[config.mk]
export PLATFORM = sky130hd
export DESIGN_NAME = sprite_scanner_flat
export DESIGN_NICKNAME = d
export VERILOG_FILES = /design/src/logic/sprite_pkg.sv /design/src/logic/sprite_bus_if.sv /design/src/logic/sprite_scanner.sv /design/src/flat_wrapper.sv
export VERILOG_INCLUDE_DIRS = /design/src /design/src/logic
export SDC_FILE = /design/constraint.sdc
export NUM_CORES = 1
export LEC_CHECK = 0
export ABC_AREA = 1
export BUFFER_PORTS_ARGS = -buffer_cell sky130_fd_sc_hd__buf_2
export CORE_MARGIN = 2
export CORE_UTILIZATION = 44
export CTS_CLUSTER_DIAMETER = 100
export DETAILED_ROUTE_END_ITERATION = 8
export GPL_ROUTABILITY_DRIVEN = 1
export PLACE_DENSITY = 0.75
export SETUP_SLACK_MARGIN = 0.05
export SYNTH_ARGS = -nofsm -noshare
export SYNTH_HDL_FRONTEND = slang
export SYNTH_SLANG_ARGS = --single-unit
[constraint.sdc]
create_clock -name clk_6m -period 2 [get_ports clk_6m]
set_clock_uncertainty 0.15 [all_clocks]
set_input_delay 0.4 -clock clk_6m [delete_from_list [all_inputs] [get_ports clk_6m]]
set_output_delay 0.4 -clock clk_6m [all_outputs]
set_load 0.01 [all_outputs]
[src/logic/sprite_params.svh]
`ifndef SPRITE_PARAMS_SVH
`define SPRITE_PARAMS_SVH

// Sprite RAM geometry, 8 KB
`define SPR_RAM_AW 13
`define SPR_RAM_BYTES (1 << `SPR_RAM_AW)

// Arbiter queue slots per requester, also the starting credits of each requester
`define SPR_QUEUE_DEPTH 2

// CPU port input buffer slots, also the starting credits of the outside master
`define SPR_CPU_CREDITS 2

// Sprite attribute table
`define SPR_COUNT 64
`define SPR_REG_BASE 13'h1800

`endif

[src/logic/sprite_pkg.sv]
`default_nettype none

package sprite_pkg;

`include "sprite_params.svh"

	// RAM side address, remapped from the CPU view
	typedef logic [`SPR_RAM_AW-1:0] ram_addr_t;

	// CPU side address as seen on the board bus
	typedef logic [12:0] cpu_addr_t;

	typedef logic [7:0] byte_t;

	// Index into the 64 entry attribute table
	typedef logic [5:0] sprite_idx_t;

	// Sprite priority and current layer level
	typedef logic [2:0] prio_t;

	// Pattern PROM address, sprite index then 5-bit code
	typedef logic [10:0] pattern_addr_t;

	// Scanner sequencing
	typedef enum logic [1:0] {
		SCAN_IDLE,
		SCAN_ISSUE,
		SCAN_WAIT,
		SCAN_DONE
	} scan_state_t;

endpackage

`default_nettype wire

[src/logic/sprite_bus_if.sv]
`timescale 1ns/1ps
`default_nettype none

interface sprite_bus_if import sprite_pkg::*; ();

	// Request side, one pulse per spent credit
	logic      req_valid;
	logic      req_we;
	ram_addr_t req_addr;
	byte_t     req_wdata;

	// Queue slot freed in the arbiter
	logic      credit_return;

	// Read data, one cycle after the grant
	logic      rsp_valid;
	byte_t     rsp_data;

	modport requester (
		output req_valid,
		output req_we,
		output req_addr,
		output req_wdata,
		input  credit_return,
		input  rsp_valid,
		input  rsp_data
	);

	modport arbiter (
		input  req_valid,
		input  req_we,
		input  req_addr,
		input  req_wdata,
		output credit_return,
		output rsp_valid,
		output rsp_data
	);

endinterface

`default_nettype wire

[src/logic/sprite_scanner.sv]
`timescale 1ns/1ps
`default_nettype none

`include "sprite_params.svh"

module sprite_scanner import sprite_pkg::*; (
	input  logic          clk_6m,
	input  logic          reset,
	input  logic          scan_start,
	input  prio_t         spr,
	output logic          obj_valid,
	output pattern_addr_t obj_addr,
	output logic          scan_done,
	sprite_bus_if.requester bus
);

	localparam int          CRD_W = $clog2(`SPR_QUEUE_DEPTH + 1);
	localparam sprite_idx_t LAST  = sprite_idx_t'(`SPR_COUNT - 1);

	scan_state_t      state;
	prio_t            spr_q;
	sprite_idx_t      issue_idx;
	sprite_idx_t      rsp_idx;
	logic [CRD_W-1:0] credits;
	logic             issue;

	////////////////////////////////////////
	// Attribute reads
	////////////////////////////////////////

	// Keep reading while queue credits last
	assign issue = (state == SCAN_ISSUE) && (credits != '0);

	assign bus.req_valid = issue;
	assign bus.req_we    = 1'b0;
	assign bus.req_addr  = ram_addr_t'(`SPR_REG_BASE) + ram_addr_t'(issue_idx);
	assign bus.req_wdata = '0;

	assign scan_done = (state == SCAN_DONE);

	always_ff @(posedge clk_6m) begin
		if (reset) begin
			state     <= SCAN_IDLE;
			issue_idx <= '0;
			rsp_idx   <= '0;
			credits   <= CRD_W'(`SPR_QUEUE_DEPTH);
			obj_valid <= 1'b0;
		end else begin
			credits <= credits - CRD_W'(issue) + CRD_W'(bus.credit_return);
			// Both indices wrap to zero after sprite 63, ready for the next scan
			if (issue)
				issue_idx <= issue_idx + 1'b1;
			if (bus.rsp_valid)
				rsp_idx <= rsp_idx + 1'b1;
			// Sprite is drawn only above the current layer
			obj_valid <= bus.rsp_valid && (bus.rsp_data[2:0] > spr_q);
			case (state)
				SCAN_IDLE:
					if (scan_start)
						state <= SCAN_ISSUE;
				SCAN_ISSUE:
					if (issue && issue_idx == LAST)
						state <= SCAN_WAIT;
				SCAN_WAIT:
					if (bus.rsp_valid && rsp_idx == LAST)
						state <= SCAN_DONE;
				SCAN_DONE:
					state <= SCAN_IDLE;
				default:
					state <= SCAN_IDLE;
			endcase
		end
	end

	// Layer level held for the whole scan, start pulses mid scan ignored
	always_ff @(posedge clk_6m) begin
		if (state == SCAN_IDLE && scan_start)
			spr_q <= spr;
		// PROM address is index then code from bits 7..3
		if (bus.rsp_valid)
			obj_addr <= {rsp_idx, bus.rsp_data[7:3]};
	end

endmodule

`default_nettype wire

[src/flat_wrapper.sv]
// flat-port wrapper written by rule: the top's interface ports become plain ports
module sprite_scanner_flat import sprite_pkg::*;
  (clk_6m, reset, scan_start, spr, obj_valid, obj_addr, scan_done, bus_req_valid, bus_req_we, bus_req_addr, bus_req_wdata, bus_credit_return, bus_rsp_valid, bus_rsp_data);
  sprite_bus_if bus_i ();
  input  logic clk_6m;
  input  logic reset;
  input  logic scan_start;
  input  prio_t spr;
  output logic obj_valid;
  output pattern_addr_t obj_addr;
  output logic scan_done;
  output wire logic [$bits(bus_i.req_valid)-1:0] bus_req_valid;
  output wire logic [$bits(bus_i.req_we)-1:0] bus_req_we;
  output wire logic [$bits(bus_i.req_addr)-1:0] bus_req_addr;
  output wire logic [$bits(bus_i.req_wdata)-1:0] bus_req_wdata;
  input wire logic [$bits(bus_i.credit_return)-1:0] bus_credit_return;
  input wire logic [$bits(bus_i.rsp_valid)-1:0] bus_rsp_valid;
  input wire logic [$bits(bus_i.rsp_data)-1:0] bus_rsp_data;
  assign bus_req_valid = bus_i.req_valid;
  assign bus_req_we = bus_i.req_we;
  assign bus_req_addr = bus_i.req_addr;
  assign bus_req_wdata = bus_i.req_wdata;
  assign bus_i.credit_return = bus_credit_return;
  assign bus_i.rsp_valid = bus_rsp_valid;
  assign bus_i.rsp_data = bus_rsp_data;
  sprite_scanner u_core (.clk_6m(clk_6m), .reset(reset), .scan_start(scan_start), .spr(spr), .obj_valid(obj_valid), .obj_addr(obj_addr), .scan_done(scan_done), .bus(bus_i));
endmodule
# Yosys cells after proc, flatten, opt, wreduce, memory -nomap -nowiden
# Cells that the tools add are included.
dict set report word_totals {
  register_bits 31
  latch_bits 0
  ram_bits 0
  romBits 0
  in_bits 16
  output_inout_bits 36
  word_cells 33
  mem_count 0
}
dict set report classes {
  n_addsub 5
  mul 0
  div 0
  order_cmp 1
  eq_ne 8
  shifts 0
  n_mux 4
  bitwise 0
  reduce_logical 8
}
# operator n
set ops {}
lappend ops {{$add A12 B7 Y13 const A} 1}
lappend ops {{$add A6 B1 Y6 const B} 2}
lappend ops {{$eq A6 B6 Y1 const B} 2}
lappend ops {{$pmux W2 S4} 1}
lappend ops {{$mux W2} 3}
lappend ops {{$logic_and A1 B1 Y1} 5}
lappend ops {{$eq A2 B2 Y1 const B} 2}
lappend ops {{$ne A2 B2 Y1 const B} 2}
lappend ops {{$gt A3 B3 Y1} 1}
lappend ops {{$reduce_and A3 Y1} 1}
lappend ops {{$add A2 B1 Y2} 1}
lappend ops {{$eq A2 B1 Y1 const B} 1}
lappend ops {{$logic_not A2 Y1} 1}
lappend ops {{$ne A2 B1 Y1 const B} 1}
lappend ops {{$reduce_bool A2 Y1} 1}
lappend ops {{$sub A2 B1 Y2} 1}

# Depth between registers and ports, before layout
dict set report logic_depth {
  depth_word 5
  ltp_mapped 10
}

# Least setup slack after synthesis
# No wires, ideal clock.
dict set report synth_timing {
  path_type {reg2reg}
  start {register u_core.state[1]}
  end {register u_core.credits[1]}
  setup_ns 0.063
  arrival_ns 1.664
  setup_slack_ns 0.123
  path_stages_with_launch 11
  path_buffers 1
  synth_period_minus_slack_ns 1.877
  cell_sequence {dfxtp_1 inv_1 ha_1 inv_1 nor2_1 buf_4 ha_1 inv_1 ha_1 or2_2 nand3_1}
}
dict set report synth_via {
  elab_chain_cells 4
}
# item line
set synth_lines {}
lappend synth_lines {{from (decl)} sprite_scanner.sv:20} ;# scan_state_t state;
lappend synth_lines {{from (signal assigned)} sprite_scanner.sv:43} ;# state <= SCAN_IDLE;
lappend synth_lines {{from (signal assigned)} sprite_scanner.sv:60} ;# state <= SCAN_ISSUE;
lappend synth_lines {{from (signal assigned)} sprite_scanner.sv:63} ;# state <= SCAN_WAIT;
lappend synth_lines {{$eq A2 B1 Y1} sprite_scanner.sv:32} ;# assign issue = (state == SCAN_ISSUE) && (credits != '0);
lappend synth_lines {{$logic_and A1 B1 Y1} sprite_scanner.sv:32}
lappend synth_lines {{via bus_req_valid} flat_wrapper.sv:12} ;# output wire logic [$bits(bus_i.req_valid)-1:0] bus_req_valid;
lappend synth_lines {{$sub A2 B1 Y2} sprite_scanner.sv:49} ;# credits <= credits - CRD_W'(issue) + CRD_W'(bus.credit_return);
lappend synth_lines {{$add A2 B1 Y2} sprite_scanner.sv:49}
lappend synth_lines {{to (signal assigned)} sprite_scanner.sv:46} ;# credits <= CRD_W'(`SPR_QUEUE_DEPTH);
lappend synth_lines {{to (signal assigned)} sprite_scanner.sv:49}
lappend synth_lines {{to (decl)} sprite_scanner.sv:24} ;# logic [CRD_W-1:0] credits;
# The timed path passes the listed nets, and every way through them passes these cells.
# A chain may end at the register's enable or synchronous reset.

# Worst setup path in the final report
dict set report layout_timing {
  start {register u_core.state[1]}
  end {output port bus_req_valid}
}
dict set report layout_via {
  elab_chain_cells 2
}
# item line
set layout_lines {}
lappend layout_lines {{$eq A2 B1 Y1} sprite_scanner.sv:32}
lappend layout_lines {{$logic_and A1 B1 Y1} sprite_scanner.sv:32}
lappend layout_lines {{to (decl)} flat_wrapper.sv:12}
# No other way between the ends.

==> results.json <==
{
  "run_status": "complete, no violations",
  "syn-cell-area_um2": 1490,
  "yosys-top-cells-count": "nor2_1 (24), inv_1 (22), nand2_1 (21), buf_4 (17), dfxtp_1 (17)",
  "hold_class": "input port to flip-flop",
  "synth_top_family_by_area": "simple AND/OR/NAND/NOR gates",
  "fillers": 308,
  "ff2ff_path_depth": 10,
  "tns_ns": 0,
  "ctsHtreeMaxLevel": 2,
  "p_per_area_nw_per_um2": 953,
  "place_area_um2": 1660,
  "multi_input_area_um2": 573,
  "path_cells": "inv_2 -> ha_2 -> inv_1 -> nor2_2 -> buf_4 -> buf_6",
  "numClockSinks": 31,
  "p_leak_nw": 0.862,
  "drt_pre_antenna_iters": 4,
  "cp.arrival_ns": 1.31,
  "clock_path_buffers": 2,
  "synth_seq_cells": 31,
  "final_nets": 234,
  "setup_viol": 0,
  "die-area_um2": 3870,
  "yosysTopAreaCell": "edfxtp_1",
  "synth-compound-area-share": 0.0596,
  "grtUsageTotal": 0.116,
  "syn_area_per_cell_um2": 9.14,
  "grt_max_degree": 16,
  "synthSimpleGateAreaFrac": 0.169,
  "critPathRequiredTime_ns": 1.45,
  "ant_nets": 0,
  "antennaDiodeCount": 0,
  "synth_adder_area_share": 0.101,
  "cts_tree": "yes",
  "synth.top_cell.area_share": 0.282,
  "hold_path_end": "u_core.credits[0]",
  "synth.area.mux_share": 0,
  "start_util": 0.454,
  "port_buffers": 35,
  "place_worst_setup_slack_ns": 0.209,
  "routedWlPerCell_um": 8.66,
  "cp_max_fo": 4,
  "grt_pass1_wl_um": 3480,
  "drc": 0,
  "final_area_um2": 1740,
  "die_y_um": 62.2,
  "synth.most_common_cell": "nor2_1",
  "rsz0062_at_grt": "false",
  "wl_um": 2180,
  "synth.distinct_cells": 20,
  "path_buf_inv": 4,
  "regArea_um2": 766,
  "ioPinCount": 52,
  "grt_overflow_total": 0,
  "maxSlewViolCount": 0,
  "rrSetupSlack_ns": 0.16,
  "vdd_drop_max_v": 0.000424,
  "synth_flop_cell": "dfxtp_1",
  "holdPathStages": 2,
  "fmax_ghz": 0.539,
  "synth_xor_area_frac": 0.0118,
  "synth.area.top_cells": "edfxtp_1 (28%), dfxtp_1 (23%), ha_1 (10%)",
  "total_power_mw": 1.66,
  "drive_gt1_frac": 0.272,
  "synth_edf_count": 14,
  "cts-root-buf": "clkbuf_4",
  "vias_per_cell": 4.19,
  "cp_slowest_cell": "dfxtp_4",
  "clk_pin_slew_ns": 0.09,
  "dpl.hpwl_um": 1560,
  "cp-start-kind": "flip-flop",
  "drt-initial-drc-count": 25,
  "die_w_um": 62.2,
  "seq_area_frac_synth": 0.510,
  "antenna_found_initial": 0,
  "max_stage_delay_ns": 0.36,
  "r2r-start": "u_core.state[1]",
  "layout.cells.non_filler": 252,
  "r2r_end": "u_core.credits[1]",
  "cp_top_family": "flip-flops",
  "clock_latency_ns": 0.32,
  "dp.cells": 242,
  "maxCapViolCount": 0,
  "core_um2": 3280,
  "fin_crit_sh": 0.928,
  "hold_buffers": 0,
  "crit_start": "u_core.state[1]",
  "hold_viol": 0,
  "num_vias": 1055,
  "yosysWarnings": 0,
  "endpoint_kind": "primary output",
  "syn_inst": 163,
  "place_congestion": 0.733,
  "cts_buffers": 5,
  "fin_ws_ns": 0.144,
  "grt_pass1_vias": 828,
  "synthArstFlopShare": 0,
  "min_from": "reset",
  "row_count": 21,
  "areaGrowthSynthToFinish_pct": 17.0,
  "min_period_ns": 1.86,
  "path_class": "flip-flop to primary output"
}
[final cells by class]
type	instances	share of cell area
well taps	46	0.0330
multi-input cells	106	0.329
inverters	22	0.0473
repair buffers	40	0.126
clock inverters	2	0.00502
clock buffers	5	0.0215
flip-flops and latches	31	0.439
[worst reg2reg max path, cell delays in order (launching register included)]
cell     delay [ns]
dfxtp_4        0.37
inv_2          0.05
ha_2           0.16
inv_1          0.06
nor2_2         0.04
buf_4          0.13
ha_1           0.27
inv_1          0.04
ha_1           0.17
or2_2          0.29
nand3_1        0.06
[kinds of logic (layout without fill, tap and decap cells)]
kind of cell / after synthesis / after routing
and+or+nand+nor: 59 / 59
buffers and inverters: 40 / 69
DFF: 31 / 31
AOI/OAI and AO/OA: 17 / 17
adders and majority gates: 12 / 12
other: 2 / 16
xor gates and xnor gates: 2 / 2
[power breakdown]
| group | switching [mW] | leakage, nW | internal (mW) |
|---|---|---|---|
| sequential | 0.0534 | 0.279 | 0.755 |
| clock | 0.196 | 0.0285 | 0.124 |
| combinational | 0.296 | 0.554 | 0.238 |
[per-stage QoR]
step           utilization  hold WS, ns
6_report             0.531       0.0952
3_3_place_gp         0.505        0.298
3_5_place_dp         0.505        0.307
4_1_cts              0.522       0.0807
5_1_grt              0.531       0.0697
2_1_floorplan            -        0.281
[registers in the layout, summed over array words and instances (netlist names)]
signal / cells
u_core.state: 2
u_core.spr_q: 3
u_core.rsp_idx: 6
u_core.obj_addr: 11
u_core.credits: 2
u_core.obj_valid: 1
u_core.issue_idx: 6
[what timing repair did]
item,CTS,global route
pin swaps,0,1
gates resized for setup,0,7
endpoints found under the setup margin,1,2
setup buffers,1,2
[cell usage in the layout, fill, tap and decap left out]
cell	count
buf_2	34
nor2_1	23
inv_1	21
nand2_1	21
conb_1	16
dfxtp_1	15
edfxtp_1	14
ha_1	11
nand3_1	8
a21oi_1	8
o21ai_0	7
clkbuf_4	5
buf_4	5
nor2_2	2
xor2_1	2
nand2_2	2
inv_2	1
or2_2	1
a31oi_1	1
nand4_1	1
nor2_4	1
a211oi_1	1
ha_2	1
clkinv_2	1
clkinv_1	1
buf_6	1
dfxtp_2	1
dfxtp_4	1
[routing by layer]
metal,up-vias,track usage,share of wire
met4,0,0.0583,0.019
li1,578,-,-
met2,34,0.163,0.43
met5,-,0,0
met3,6,0.0598,0.086
met1,437,0.145,0.47
[worst max-delay path by stage]
stage,endpoint,depth (start not counted)
final,bus_req_valid,6
after global routing,bus_req_valid,6
after CTS,bus_req_valid,6
after detailed placement,u_core.credits[1],9
after global placement,u_core.credits[1],9
after floorplan,u_core.credits[1],10
No activity file was read; power rests on OpenSTA's default activity.
