File: config.mk
export PLATFORM = sky130hd
export DESIGN_NAME = sprite_ram_arbiter_flat
export DESIGN_NICKNAME = d
export VERILOG_FILES = /design/src/logic/sprite_pkg.sv /design/src/logic/sprite_bus_if.sv /design/src/logic/sprite_ram_arbiter.sv /design/src/flat_wrapper.sv
export VERILOG_INCLUDE_DIRS = /design/src /design/src/logic
export SDC_FILE = /design/constraint.sdc
export NUM_CORES = 1
export LEC_CHECK = 0
export ABC_AREA = 1
export BUFFER_PORTS_ARGS = -buffer_cell sky130_fd_sc_hd__buf_2
export CORE_MARGIN = 5
export CORE_UTILIZATION = 40
export CTS_CLUSTER_SIZE = 24
export DETAILED_ROUTE_END_ITERATION = 8
export GPL_TIMING_DRIVEN = 0
export PLACE_DENSITY = 0.7
export SYNTH_ARGS = -nofsm -noshare
export SYNTH_HDL_FRONTEND = slang
export SYNTH_SLANG_ARGS = --single-unit
File: constraint.sdc
create_clock -name clk_6m -period 7.36 [get_ports clk_6m]
set_input_delay 1.104 -clock clk_6m [delete_from_list [all_inputs] [get_ports clk_6m]]
set_output_delay 1.104 -clock clk_6m [all_outputs]
set_load 0.03 [all_outputs]
File: src/logic/sprite_params.svh
`ifndef SPRITE_PARAMS_SVH
`define SPRITE_PARAMS_SVH

// Sprite RAM geometry, 8 KB
`define SPR_RAM_AW 13
`define SPR_RAM_BYTES (1 << `SPR_RAM_AW)

// Arbiter queue slots per requester, also the starting credits of each requester
`define SPR_QUEUE_DEPTH 2

// CPU port input buffer slots, also the starting credits of the outside master
`define SPR_CPU_CREDITS 2

// Sprite attribute table
`define SPR_COUNT 64
`define SPR_REG_BASE 13'h1800

`endif

File: src/logic/sprite_pkg.sv
`default_nettype none

package sprite_pkg;

`include "sprite_params.svh"

	// RAM side address, remapped from the CPU view
	typedef logic [`SPR_RAM_AW-1:0] ram_addr_t;

	// CPU side address as seen on the board bus
	typedef logic [12:0] cpu_addr_t;

	typedef logic [7:0] byte_t;

	// Index into the 64 entry attribute table
	typedef logic [5:0] sprite_idx_t;

	// Sprite priority and current layer level
	typedef logic [2:0] prio_t;

	// Pattern PROM address, sprite index then 5-bit code
	typedef logic [10:0] pattern_addr_t;

	// Scanner sequencing
	typedef enum logic [1:0] {
		SCAN_IDLE,
		SCAN_ISSUE,
		SCAN_WAIT,
		SCAN_DONE
	} scan_state_t;

endpackage

`default_nettype wire

File: src/logic/sprite_bus_if.sv
`timescale 1ns/1ps
`default_nettype none

interface sprite_bus_if import sprite_pkg::*; ();

	// Request side, one pulse per spent credit
	logic      req_valid;
	logic      req_we;
	ram_addr_t req_addr;
	byte_t     req_wdata;

	// Queue slot freed in the arbiter
	logic      credit_return;

	// Read data, one cycle after the grant
	logic      rsp_valid;
	byte_t     rsp_data;

	modport requester (
		output req_valid,
		output req_we,
		output req_addr,
		output req_wdata,
		input  credit_return,
		input  rsp_valid,
		input  rsp_data
	);

	modport arbiter (
		input  req_valid,
		input  req_we,
		input  req_addr,
		input  req_wdata,
		output credit_return,
		output rsp_valid,
		output rsp_data
	);

endinterface

`default_nettype wire

File: src/logic/sprite_ram_arbiter.sv
`timescale 1ns/1ps
`default_nettype none

`include "sprite_params.svh"

module sprite_ram_arbiter import sprite_pkg::*; (
	input  logic      clk_6m,
	input  logic      reset,
	sprite_bus_if.arbiter main_bus,
	sprite_bus_if.arbiter sub_bus,
	sprite_bus_if.arbiter scan_bus,
	output logic      ram_en,
	output logic      ram_we,
	output ram_addr_t ram_addr,
	output byte_t     ram_wdata,
	input  byte_t     ram_rdata
);

	localparam int NUM_REQ = 3;
	localparam int DEPTH   = `SPR_QUEUE_DEPTH;
	localparam int PTR_W   = (DEPTH > 1) ? $clog2(DEPTH) : 1;
	localparam int CNT_W   = $clog2(DEPTH + 1);

	// Requester slots
	localparam logic [1:0] REQ_MAIN = 2'd0;
	localparam logic [1:0] REQ_SUB  = 2'd1;
	localparam logic [1:0] REQ_SCAN = 2'd2;

	logic [NUM_REQ-1:0] in_valid;
	logic [NUM_REQ-1:0] in_we;
	ram_addr_t          in_addr  [NUM_REQ];
	byte_t              in_wdata [NUM_REQ];

	logic               q_we     [NUM_REQ][DEPTH];
	ram_addr_t          q_addr   [NUM_REQ][DEPTH];
	byte_t              q_wdata  [NUM_REQ][DEPTH];
	logic [PTR_W-1:0]   q_wr_ptr [NUM_REQ];
	logic [PTR_W-1:0]   q_rd_ptr [NUM_REQ];
	logic [CNT_W-1:0]   q_count  [NUM_REQ];
	logic [NUM_REQ-1:0] q_busy;

	logic [1:0]         rr_ptr;
	logic [2:0]         cand_sum;
	logic [1:0]         cand;
	logic               grant_valid;
	logic [1:0]         grant_idx;
	logic [NUM_REQ-1:0] credit_ret;
	logic               rd_pending;
	logic [1:0]         rd_owner;

	// Gather the three buses into indexed form
	assign in_valid = {scan_bus.req_valid, sub_bus.req_valid, main_bus.req_valid};
	assign in_we    = {scan_bus.req_we, sub_bus.req_we, main_bus.req_we};
	assign in_addr[REQ_MAIN]  = main_bus.req_addr;
	assign in_addr[REQ_SUB]   = sub_bus.req_addr;
	assign in_addr[REQ_SCAN]  = scan_bus.req_addr;
	assign in_wdata[REQ_MAIN] = main_bus.req_wdata;
	assign in_wdata[REQ_SUB]  = sub_bus.req_wdata;
	assign in_wdata[REQ_SCAN] = scan_bus.req_wdata;

	////////////////////////////////////////
	// Round-robin grant
	////////////////////////////////////////

	always_comb begin
		for (int i = 0; i < NUM_REQ; i++)
			q_busy[i] = (q_count[i] != '0);
	end

	// Search starts at rr_ptr, first busy queue wins
	always_comb begin
		grant_valid = 1'b0;
		grant_idx   = rr_ptr;
		cand_sum    = '0;
		cand        = '0;
		for (int k = 0; k < NUM_REQ; k++) begin
			cand_sum = {1'b0, rr_ptr} + 3'(k);
			cand = (cand_sum >= 3'(NUM_REQ)) ? 2'(cand_sum - 3'(NUM_REQ)) : cand_sum[1:0];
			if (!grant_valid && q_busy[cand]) begin
				grant_valid = 1'b1;
				grant_idx   = cand;
			end
		end
	end

	// Granting an entry frees its slot
	always_comb begin
		for (int i = 0; i < NUM_REQ; i++)
			credit_ret[i] = grant_valid && (grant_idx == 2'(i));
	end

	// Winner's head entry drives the RAM in the grant cycle
	assign ram_en    = grant_valid;
	assign ram_we    = grant_valid && q_we[grant_idx][q_rd_ptr[grant_idx]];
	assign ram_addr  = q_addr[grant_idx][q_rd_ptr[grant_idx]];
	assign ram_wdata = q_wdata[grant_idx][q_rd_ptr[grant_idx]];

	////////////////////////////////////////
	// Queue control and read tracking
	////////////////////////////////////////

	always_ff @(posedge clk_6m) begin
		if (reset) begin
			for (int i = 0; i < NUM_REQ; i++) begin
				q_wr_ptr[i] <= '0;
				q_rd_ptr[i] <= '0;
				q_count[i]  <= '0;
			end
			rr_ptr     <= '0;
			rd_pending <= 1'b0;
			rd_owner   <= '0;
		end else begin
			for (int i = 0; i < NUM_REQ; i++) begin
				if (in_valid[i])
					q_wr_ptr[i] <= (q_wr_ptr[i] == PTR_W'(DEPTH - 1)) ? '0 : q_wr_ptr[i] + 1'b1;
				if (credit_ret[i])
					q_rd_ptr[i] <= (q_rd_ptr[i] == PTR_W'(DEPTH - 1)) ? '0 : q_rd_ptr[i] + 1'b1;
				q_count[i] <= q_count[i] + CNT_W'(in_valid[i]) - CNT_W'(credit_ret[i]);
			end
			// Pointer moves one past the winner
			if (grant_valid)
				rr_ptr <= (grant_idx == 2'(NUM_REQ - 1)) ? '0 : grant_idx + 1'b1;
			// Read data shows up next cycle, remember who asked
			rd_pending <= grant_valid && !ram_we;
			if (grant_valid)
				rd_owner <= grant_idx;
		end
	end

	// Queue payload
	always_ff @(posedge clk_6m) begin
		for (int i = 0; i < NUM_REQ; i++) begin
			if (in_valid[i]) begin
				q_we[i][q_wr_ptr[i]]    <= in_we[i];
				q_addr[i][q_wr_ptr[i]]  <= in_addr[i];
				q_wdata[i][q_wr_ptr[i]] <= in_wdata[i];
			end
		end
	end

	// Credits and responses back to each requester
	assign main_bus.credit_return = credit_ret[REQ_MAIN];
	assign sub_bus.credit_return  = credit_ret[REQ_SUB];
	assign scan_bus.credit_return = credit_ret[REQ_SCAN];

	assign main_bus.rsp_valid = rd_pending && (rd_owner == REQ_MAIN);
	assign sub_bus.rsp_valid  = rd_pending && (rd_owner == REQ_SUB);
	assign scan_bus.rsp_valid = rd_pending && (rd_owner == REQ_SCAN);
	assign main_bus.rsp_data  = ram_rdata;
	assign sub_bus.rsp_data   = ram_rdata;
	assign scan_bus.rsp_data  = ram_rdata;

endmodule

`default_nettype wire

File: src/flat_wrapper.sv
// flat-port wrapper written by rule: the top's interface ports become plain ports
module sprite_ram_arbiter_flat import sprite_pkg::*;
  (clk_6m, reset, ram_en, ram_we, ram_addr, ram_wdata, ram_rdata, main_bus_req_valid, main_bus_req_we, main_bus_req_addr, main_bus_req_wdata, main_bus_credit_return, main_bus_rsp_valid, main_bus_rsp_data, sub_bus_req_valid, sub_bus_req_we, sub_bus_req_addr, sub_bus_req_wdata, sub_bus_credit_return, sub_bus_rsp_valid, sub_bus_rsp_data, scan_bus_req_valid, scan_bus_req_we, scan_bus_req_addr, scan_bus_req_wdata, scan_bus_credit_return, scan_bus_rsp_valid, scan_bus_rsp_data);
  sprite_bus_if main_bus_i ();
  sprite_bus_if sub_bus_i ();
  sprite_bus_if scan_bus_i ();
  input  logic clk_6m;
  input  logic reset;
  output logic ram_en;
  output logic ram_we;
  output ram_addr_t ram_addr;
  output byte_t ram_wdata;
  input  byte_t ram_rdata;
  input wire logic [$bits(main_bus_i.req_valid)-1:0] main_bus_req_valid;
  input wire logic [$bits(main_bus_i.req_we)-1:0] main_bus_req_we;
  input wire logic [$bits(main_bus_i.req_addr)-1:0] main_bus_req_addr;
  input wire logic [$bits(main_bus_i.req_wdata)-1:0] main_bus_req_wdata;
  output wire logic [$bits(main_bus_i.credit_return)-1:0] main_bus_credit_return;
  output wire logic [$bits(main_bus_i.rsp_valid)-1:0] main_bus_rsp_valid;
  output wire logic [$bits(main_bus_i.rsp_data)-1:0] main_bus_rsp_data;
  input wire logic [$bits(sub_bus_i.req_valid)-1:0] sub_bus_req_valid;
  input wire logic [$bits(sub_bus_i.req_we)-1:0] sub_bus_req_we;
  input wire logic [$bits(sub_bus_i.req_addr)-1:0] sub_bus_req_addr;
  input wire logic [$bits(sub_bus_i.req_wdata)-1:0] sub_bus_req_wdata;
  output wire logic [$bits(sub_bus_i.credit_return)-1:0] sub_bus_credit_return;
  output wire logic [$bits(sub_bus_i.rsp_valid)-1:0] sub_bus_rsp_valid;
  output wire logic [$bits(sub_bus_i.rsp_data)-1:0] sub_bus_rsp_data;
  input wire logic [$bits(scan_bus_i.req_valid)-1:0] scan_bus_req_valid;
  input wire logic [$bits(scan_bus_i.req_we)-1:0] scan_bus_req_we;
  input wire logic [$bits(scan_bus_i.req_addr)-1:0] scan_bus_req_addr;
  input wire logic [$bits(scan_bus_i.req_wdata)-1:0] scan_bus_req_wdata;
  output wire logic [$bits(scan_bus_i.credit_return)-1:0] scan_bus_credit_return;
  output wire logic [$bits(scan_bus_i.rsp_valid)-1:0] scan_bus_rsp_valid;
  output wire logic [$bits(scan_bus_i.rsp_data)-1:0] scan_bus_rsp_data;
  assign main_bus_i.req_valid = main_bus_req_valid;
  assign main_bus_i.req_we = main_bus_req_we;
  assign main_bus_i.req_addr = main_bus_req_addr;
  assign main_bus_i.req_wdata = main_bus_req_wdata;
  assign main_bus_credit_return = main_bus_i.credit_return;
  assign main_bus_rsp_valid = main_bus_i.rsp_valid;
  assign main_bus_rsp_data = main_bus_i.rsp_data;
  assign sub_bus_i.req_valid = sub_bus_req_valid;
  assign sub_bus_i.req_we = sub_bus_req_we;
  assign sub_bus_i.req_addr = sub_bus_req_addr;
  assign sub_bus_i.req_wdata = sub_bus_req_wdata;
  assign sub_bus_credit_return = sub_bus_i.credit_return;
  assign sub_bus_rsp_valid = sub_bus_i.rsp_valid;
  assign sub_bus_rsp_data = sub_bus_i.rsp_data;
  assign scan_bus_i.req_valid = scan_bus_req_valid;
  assign scan_bus_i.req_we = scan_bus_req_we;
  assign scan_bus_i.req_addr = scan_bus_req_addr;
  assign scan_bus_i.req_wdata = scan_bus_req_wdata;
  assign scan_bus_credit_return = scan_bus_i.credit_return;
  assign scan_bus_rsp_valid = scan_bus_i.rsp_valid;
  assign scan_bus_rsp_data = scan_bus_i.rsp_data;
  sprite_ram_arbiter u_core (.clk_6m(clk_6m), .reset(reset), .main_bus(main_bus_i), .sub_bus(sub_bus_i), .scan_bus(scan_bus_i), .ram_en(ram_en), .ram_we(ram_we), .ram_addr(ram_addr), .ram_wdata(ram_wdata), .ram_rdata(ram_rdata));
endmodule
# After elaboration in Yosys (flattened, before gate mapping)
# Memory sizes are Yosys's and may differ from the RTL's.
# Cells that the tools add are included.
# W data, S select, Z words.
dict set report classes {
  bitwise 13
  shift 0
  reduce_logical 21
  n_div 0
  n_mul 0
  magnitude_cmp 13
  n_addsub 18
  muxes 88
  n_eq_ne 4
}
# cell n
set op_table {}
lappend op_table {{$mux W13} 6}
lappend op_table {{$mux W26} 3}
lappend op_table {{$mux W16} 3}
lappend op_table {{$mux W8} 6}
lappend op_table {{$mux W1} 45}
lappend op_table {{$demux W13 S1} 3}
lappend op_table {{$mux W2} 13}
lappend op_table {{$demux W8 S1} 3}
lappend op_table {{$logic_and A1 B1 Y1} 13}
lappend op_table {{$ge A2 B2 Y1 const B} 5}
lappend op_table {{$lt A2 B3 Y1 const B} 3}
lappend op_table {{$or A1 B1 Y1} 9}
lappend op_table {{$not A1 Y2} 4}
lappend op_table {{$add A1 B1 Y1 const B} 6}
lappend op_table {{$add A2 B1 Y2} 3}
lappend op_table {{$bmux W1 S2} 3}
lappend op_table {{$ge A3 B2 Y1 const B} 2}
lappend op_table {{$lt A2 B1 Y1 const B} 3}
lappend op_table {{$reduce_bool A2 Y1} 3}
lappend op_table {{$sub A2 B1 Y2} 3}
lappend op_table {{$sub A2 B2 Y2 const B} 3}
lappend op_table {{$eq A2 B1 Y1 const B} 2}
lappend op_table {{$eq A2 B2 Y1 const B} 2}
lappend op_table {{$logic_not A2 Y1} 2}
lappend op_table {{5 further kinds} 9}
dict set report totals {
  mem_count 6
  wordCells 166
  latchBits 0
  romBits 0
  reg_bits 5
  ramBits 144
  input_bits 79
  out_inout_bits 53
}
# memory words word_bits rd rd_ports_with_merged_regs wr line_no
set memory_table {}
lappend memory_table {u_core.q_addr 3 26 1 0 3 sprite_ram_arbiter.sv:35} ;# ram_addr_t q_addr [NUM_REQ][DEPTH];
lappend memory_table {u_core.q_wdata 3 16 1 0 3 sprite_ram_arbiter.sv:36} ;# byte_t q_wdata [NUM_REQ][DEPTH];
lappend memory_table {u_core.q_count 3 2 3 0 3 sprite_ram_arbiter.sv:39} ;# logic [CNT_W-1:0] q_count [NUM_REQ];
lappend memory_table {u_core.q_we 3 2 1 0 3 sprite_ram_arbiter.sv:34} ;# logic q_we [NUM_REQ][DEPTH];
lappend memory_table {u_core.q_rd_ptr 3 1 4 0 3 sprite_ram_arbiter.sv:38} ;# logic [PTR_W-1:0] q_rd_ptr [NUM_REQ];
lappend memory_table {u_core.q_wr_ptr 3 1 3 0 3 sprite_ram_arbiter.sv:37} ;# logic [PTR_W-1:0] q_wr_ptr [NUM_REQ];

# Longest topological paths before layout
# An unclocked memory read counts as a cell.
dict set report depth {
  ltp_word 19
  ltp_mapped 22
  depth_no_buf 21
}

# Least setup slack after synthesis
# OpenSTA, ideal clock, no wires.
dict set report synth_path {
  kind {reg2out}
  from {register u_core.rr_ptr[0]}
  to {output port scan_bus_credit_return}
  path_buffers 2
  stages_incl_launch_ff 16
  arrival_time_ps 2346
  setup_slack_ps 3910
  required_time_ps 6256
  cell_sequence {dfxtp_1 > inv_1 > ha_1 > inv_2 > nand2_1 > nand3_1 > nand2_2 > nor2_4 > nand2_2 > nand3_4 > nand2_4 > buf_6 > buf_6 > inv_2 > nand2_2 > nor2_1}
}
dict set report synth_via {
  elab_chain_len 13
  word_cells_on_any_way 29
  classes_between {add/sub (5); order compare (3); eq/ne (1); mux (15); reduce/logical (5)}
}
# element line_no
set synth_rtl {}
lappend synth_rtl {{start, declared} sprite_ram_arbiter.sv:42} ;# logic [1:0] rr_ptr;
lappend synth_rtl {{start signal, assigned} sprite_ram_arbiter.sv:122} ;# rr_ptr <= (grant_idx == 2'(NUM_REQ - 1)) ? '0 : grant_idx + 1'b1;
lappend synth_rtl {{branches (longest 12 deep; another with $add A2 B1 Y3)} n/a}
lappend synth_rtl {{$logic_and A1 B1 Y1 (*)} sprite_ram_arbiter.sv:89} ;# credit_ret[i] = grant_valid && (grant_idx == 2'(i));
lappend synth_rtl {{end, declared} flat_wrapper.sv:32} ;# output wire logic [$bits(scan_bus_i.credit_return)-1:0] scan_bus_credit_return;
# Every way passes the cells marked *. The select of a mux whose other input is x is not followed.

# Worst setup path after layout
dict set report layout_path {
  from {register u_core.rr_ptr[0]}
  to {output port ram_addr[2]}
}
dict set report layout_via {
  elab_chain_len 16
  word_cells_on_any_way 32
  classes_between {add/sub (5); order compare (3); mux (17); bitwise (1); reduce/logical (4); memory (2)}
}
# element line_no
set layout_rtl {}
lappend layout_rtl {{branches (longest 10 deep; another with $add A2 B1 Y3)} n/a}
lappend layout_rtl {{$mux W2 (*)} sprite_ram_arbiter.sv:79} ;# if (!grant_valid && q_busy[cand]) begin
lappend layout_rtl {{$mem_v2 Z3 W1} n/a}
lappend layout_rtl {{$not A1 Y2 (implied by the code)} sprite_ram_arbiter.sv:95} ;# assign ram_addr = q_addr[grant_idx][q_rd_ptr[grant_idx]];
lappend layout_rtl {{$mux W13 (implied by the code) (*) (3 in a row)} sprite_ram_arbiter.sv:95}
lappend layout_rtl {{end, declared} flat_wrapper.sv:11} ;# output ram_addr_t ram_addr;
# Marked as above.

==> results.txt <==
----------------------------------------------------
[Status]
  Result of the run ... completed

[Placement]
  Gpl congestion ... about 0.8
  Detailed Place HPWL ... approximately 12,000 µm
  Count of input and output buffers ... 123

[Synthesis]
  Netlist area before placement ... between 0.006 and 0.007 mm²
  Part of the Yosys area used for sequential elements ... 63.60%
  Post-Syn Instances ... 650
  Flops & latches, synth ... around 150
  Post-synthesis average cell area ... 10.56 µm²
  Post-synthesis cell type with the largest combined area ... edfxtp_1
  Synth warn ... 0
  Leading post-synthesis cells by cell area ... edfxtp_1, nand2_1, inv_1
  Cell variety after synth ... 30
  Fraction of synthesis flops using an asynchronous set or reset pin ... 0%
  Share of the synthesized area in the top cell type ... between 60% and 70%
  Post-synth EDFFs ... between 100 and 150
  Prevailing post-synth register cell ... edfxtp_1
  Net Count, Synth ... between 700 and 800

[GRT]
  Initial antenna violation count ... 0
  Maximum number of pins on one net before global-route repair ... 23
  Overall fraction of global-route tracks in use ... 17.63%
  Vias in the first global route ... 5,055
  First-pass GRT wire length ... 26,680 µm
  Congestion Overflow GR ... 0

[Timing]
  Worst-case headroom to the max-slew limit ... 18.95%
  Final hold vios ... 0
  Part of the cycle the worst path needs ... between 50% and 60%
  Transition time at the pin with the least slew margin ... 1.214 ns
  FMAX ... 0.2330 GHz
  Final critical delay including setup and external delays ... 4.293 ns
  Setup violators final ... 0
  Max-slew violations ... 0
  Setup repair after global routing missed its margin ... no
  Largest clock skew in the final design ... around 0.0064 ns
  Accumulated negative setup slack ... 0 ns

[Detailed routing]
  Number of search-and-repair iterations in the first detailed-routing pass ... 5
  Remaining routing DRC violations ... 0
  Routed WL ... 17,230 µm
  Antenna-violating nets left ... 0
  Count of vias placed by the detailed router ... between 4,000 and 5,000
  Initial drt markers ... approximately 310
  Avg Vias per Cell ... 4.821
  Post-detailed-route wirelength per cell ... between 15 and 20 µm

[Floorplanning]
  Die height ... 141.0 µm
  Initial Util ... 41.08%
  Width of the die ... 141.0 µm
  Std cell rows ... 47
  Total die area ... approximately 0.020 mm²
  Ports placed on the boundary ... 132
  Core outline area ... 0.01670 mm²

[Worst hold path]
  Worst Hold Launch ... u_core.q_count[0][1]
  Class of the most critical hold timing path ... reg -> reg

[Finish]
  Area growth, synth to finish ... 23.27%
  Most frequent standard cell in the layout excluding fill and tap cells ... nand2_1
  Filler Cell Count ... 1,492
  Diodes inserted ... 0
  Most used cells in the layout excluding fill and tap cells ... nand2_1, edfxtp_1, buf_2
  Number of nets at the end of the flow ... 882
  Fraction of final layout cells sized beyond drive strength 1 ... a little under 30%

[Worst setup path]
  Endpoint type of the worst setup path ... output pin
  Crit path launch type ... flip-flop
  Worst setup path startpoint ... u_core.rr_ptr[0]
  Launch point of the worst reg-to-reg path ... u_core.rr_ptr[0]
  Endpoint required time on the critical path ... 6.26 ns
  Critical path type ... reg -> out
  Data arrival time of the critical path ... 3.19 ns
  Biggest fanout along the worst timing path ... 10

[Clock tree]
  Clock sink total ... 149
  Number of buffers added by the clock tree synthesis step ... 17
  Number of buffers inserted by hold repair at cts ... 0
  Clk pin slew, worst setup/hold paths ... 0.06 ns
  Deepest clock path buffer count ... 2
  Cell at the root of the clock tree ... clkbuf_16
  Quantity of gates resized following cts ... 0
  Clock network latency to the later pin of the worst-skew pair ... 0.43 ns
  TritonCTS clock tree ... yes
  Max H-tree Level ... 4
  Post-CTS setup buffer count ... 0

[Job]
  Maximum capacitance violations ... 0

----------------------------------------------------
per-layer routing:
metal	track usage (%)	up-vias	routed length (µm)
li1	-	2427	-
met3	3.217	30	1179
met4	6.119	0	307
met1	22.59	2278	7403
met5	0	-	0
met2	30.14	211	8339
flip-flops by register name, summed over array words and instances (netlist names):
register           count
u_core.q_we            6
u_core.q_wdata        48
u_core.rd_owner        2
u_core.q_wr_ptr        3
u_core.q_count         6
u_core.q_rd_ptr        3
u_core.rr_ptr          2
u_core.rd_pending      1
u_core.q_addr         78
worst paths after layout:
| kind | end | slack, ns | depth (start not counted) |
|---|---|---|---|
| setup / recovery | ram_addr[2] | 3.07 | 15 |
| setup reg to reg | u_core.q_count[0][5] | 4.05 | 20 |
| hold / removal | u_core.q_count[0][1] | 0.47 | 1 |
| hold reg to reg | u_core.q_count[0][1] | 0.47 | 1 |
critical path, cell delays in order (launching register included):
cell	delay, ns
dfxtp_1	0.33
inv_1	0.11
ha_1	0.36
inv_2	0.15
nand2_1	0.09
nand3_1	0.11
nand2_2	0.10
nor2_4	0.14
nand3_1	0.10
nand2_2	0.16
buf_1	0.49
o211ai_1	0.19
nand2_1	0.09
nand2_1	0.05
nand2_1	0.09
buf_2	0.20
per-stage QoR:
stage	setup slack, ns	hold WS (ns)	std cells	utilization, %	cell area [µm²]
2_1_floorplan	3.910	0.4237	650	-	6862
3_3_place_gp	3.544	0.4421	993	46.42	7752
3_5_place_dp	3.560	0.4485	995	46.75	7807
4_1_cts	3.081	0.4672	1026	50.64	8458
5_1_grt	2.867	0.4962	1026	50.64	8458
6_report	3.067	0.4666	1026	50.64	8458
kinds of logic (layout without fill, tap and decap cells):
family                     after synthesis  count (layout)  share of synthesized area [%]
DFF                                    149             149                          63.60
AOI/OAI and AO/OA                       59              59                          6.893
adders and majority gates                9               9                          1.641
buffers and inverters                  128             284                          9.281
xor gates and xnor gates                 3               3                         0.3830
and+or+nand+nor                        302             302                          18.20
cell type report:
cell class / instances / area [µm²] / share of cell area [%]
clock buffers: 17 / 425.4 / 5.030
well taps: 220 / 275.3 / 3.254
repair buffers: 125 / 658.1 / 7.781
flip-flops and latches: 149 / 4364 / 51.60
multi-input cells: 373 / 1873 / 22.15
clock inverters: 14 / 225.2 / 2.663
plain buffers: 48 / 336.6 / 3.979
inverters: 80 / 300.3 / 3.550
synthesized netlist by cell type (6+ instances only):
cell	n
buf_4	32
ha_1	9
nand2_1	241
o21ai_0	6
inv_1	74
edfxtp_1	138
buf_2	11
o211ai_2	8
o211ai_1	35
inv_2	6
dfxtp_1	11
nor2_1	19
nand3_1	26
Power is not shown: default switching activity piles up to over one toggle a cycle in this logic, so the estimate is an artifact.
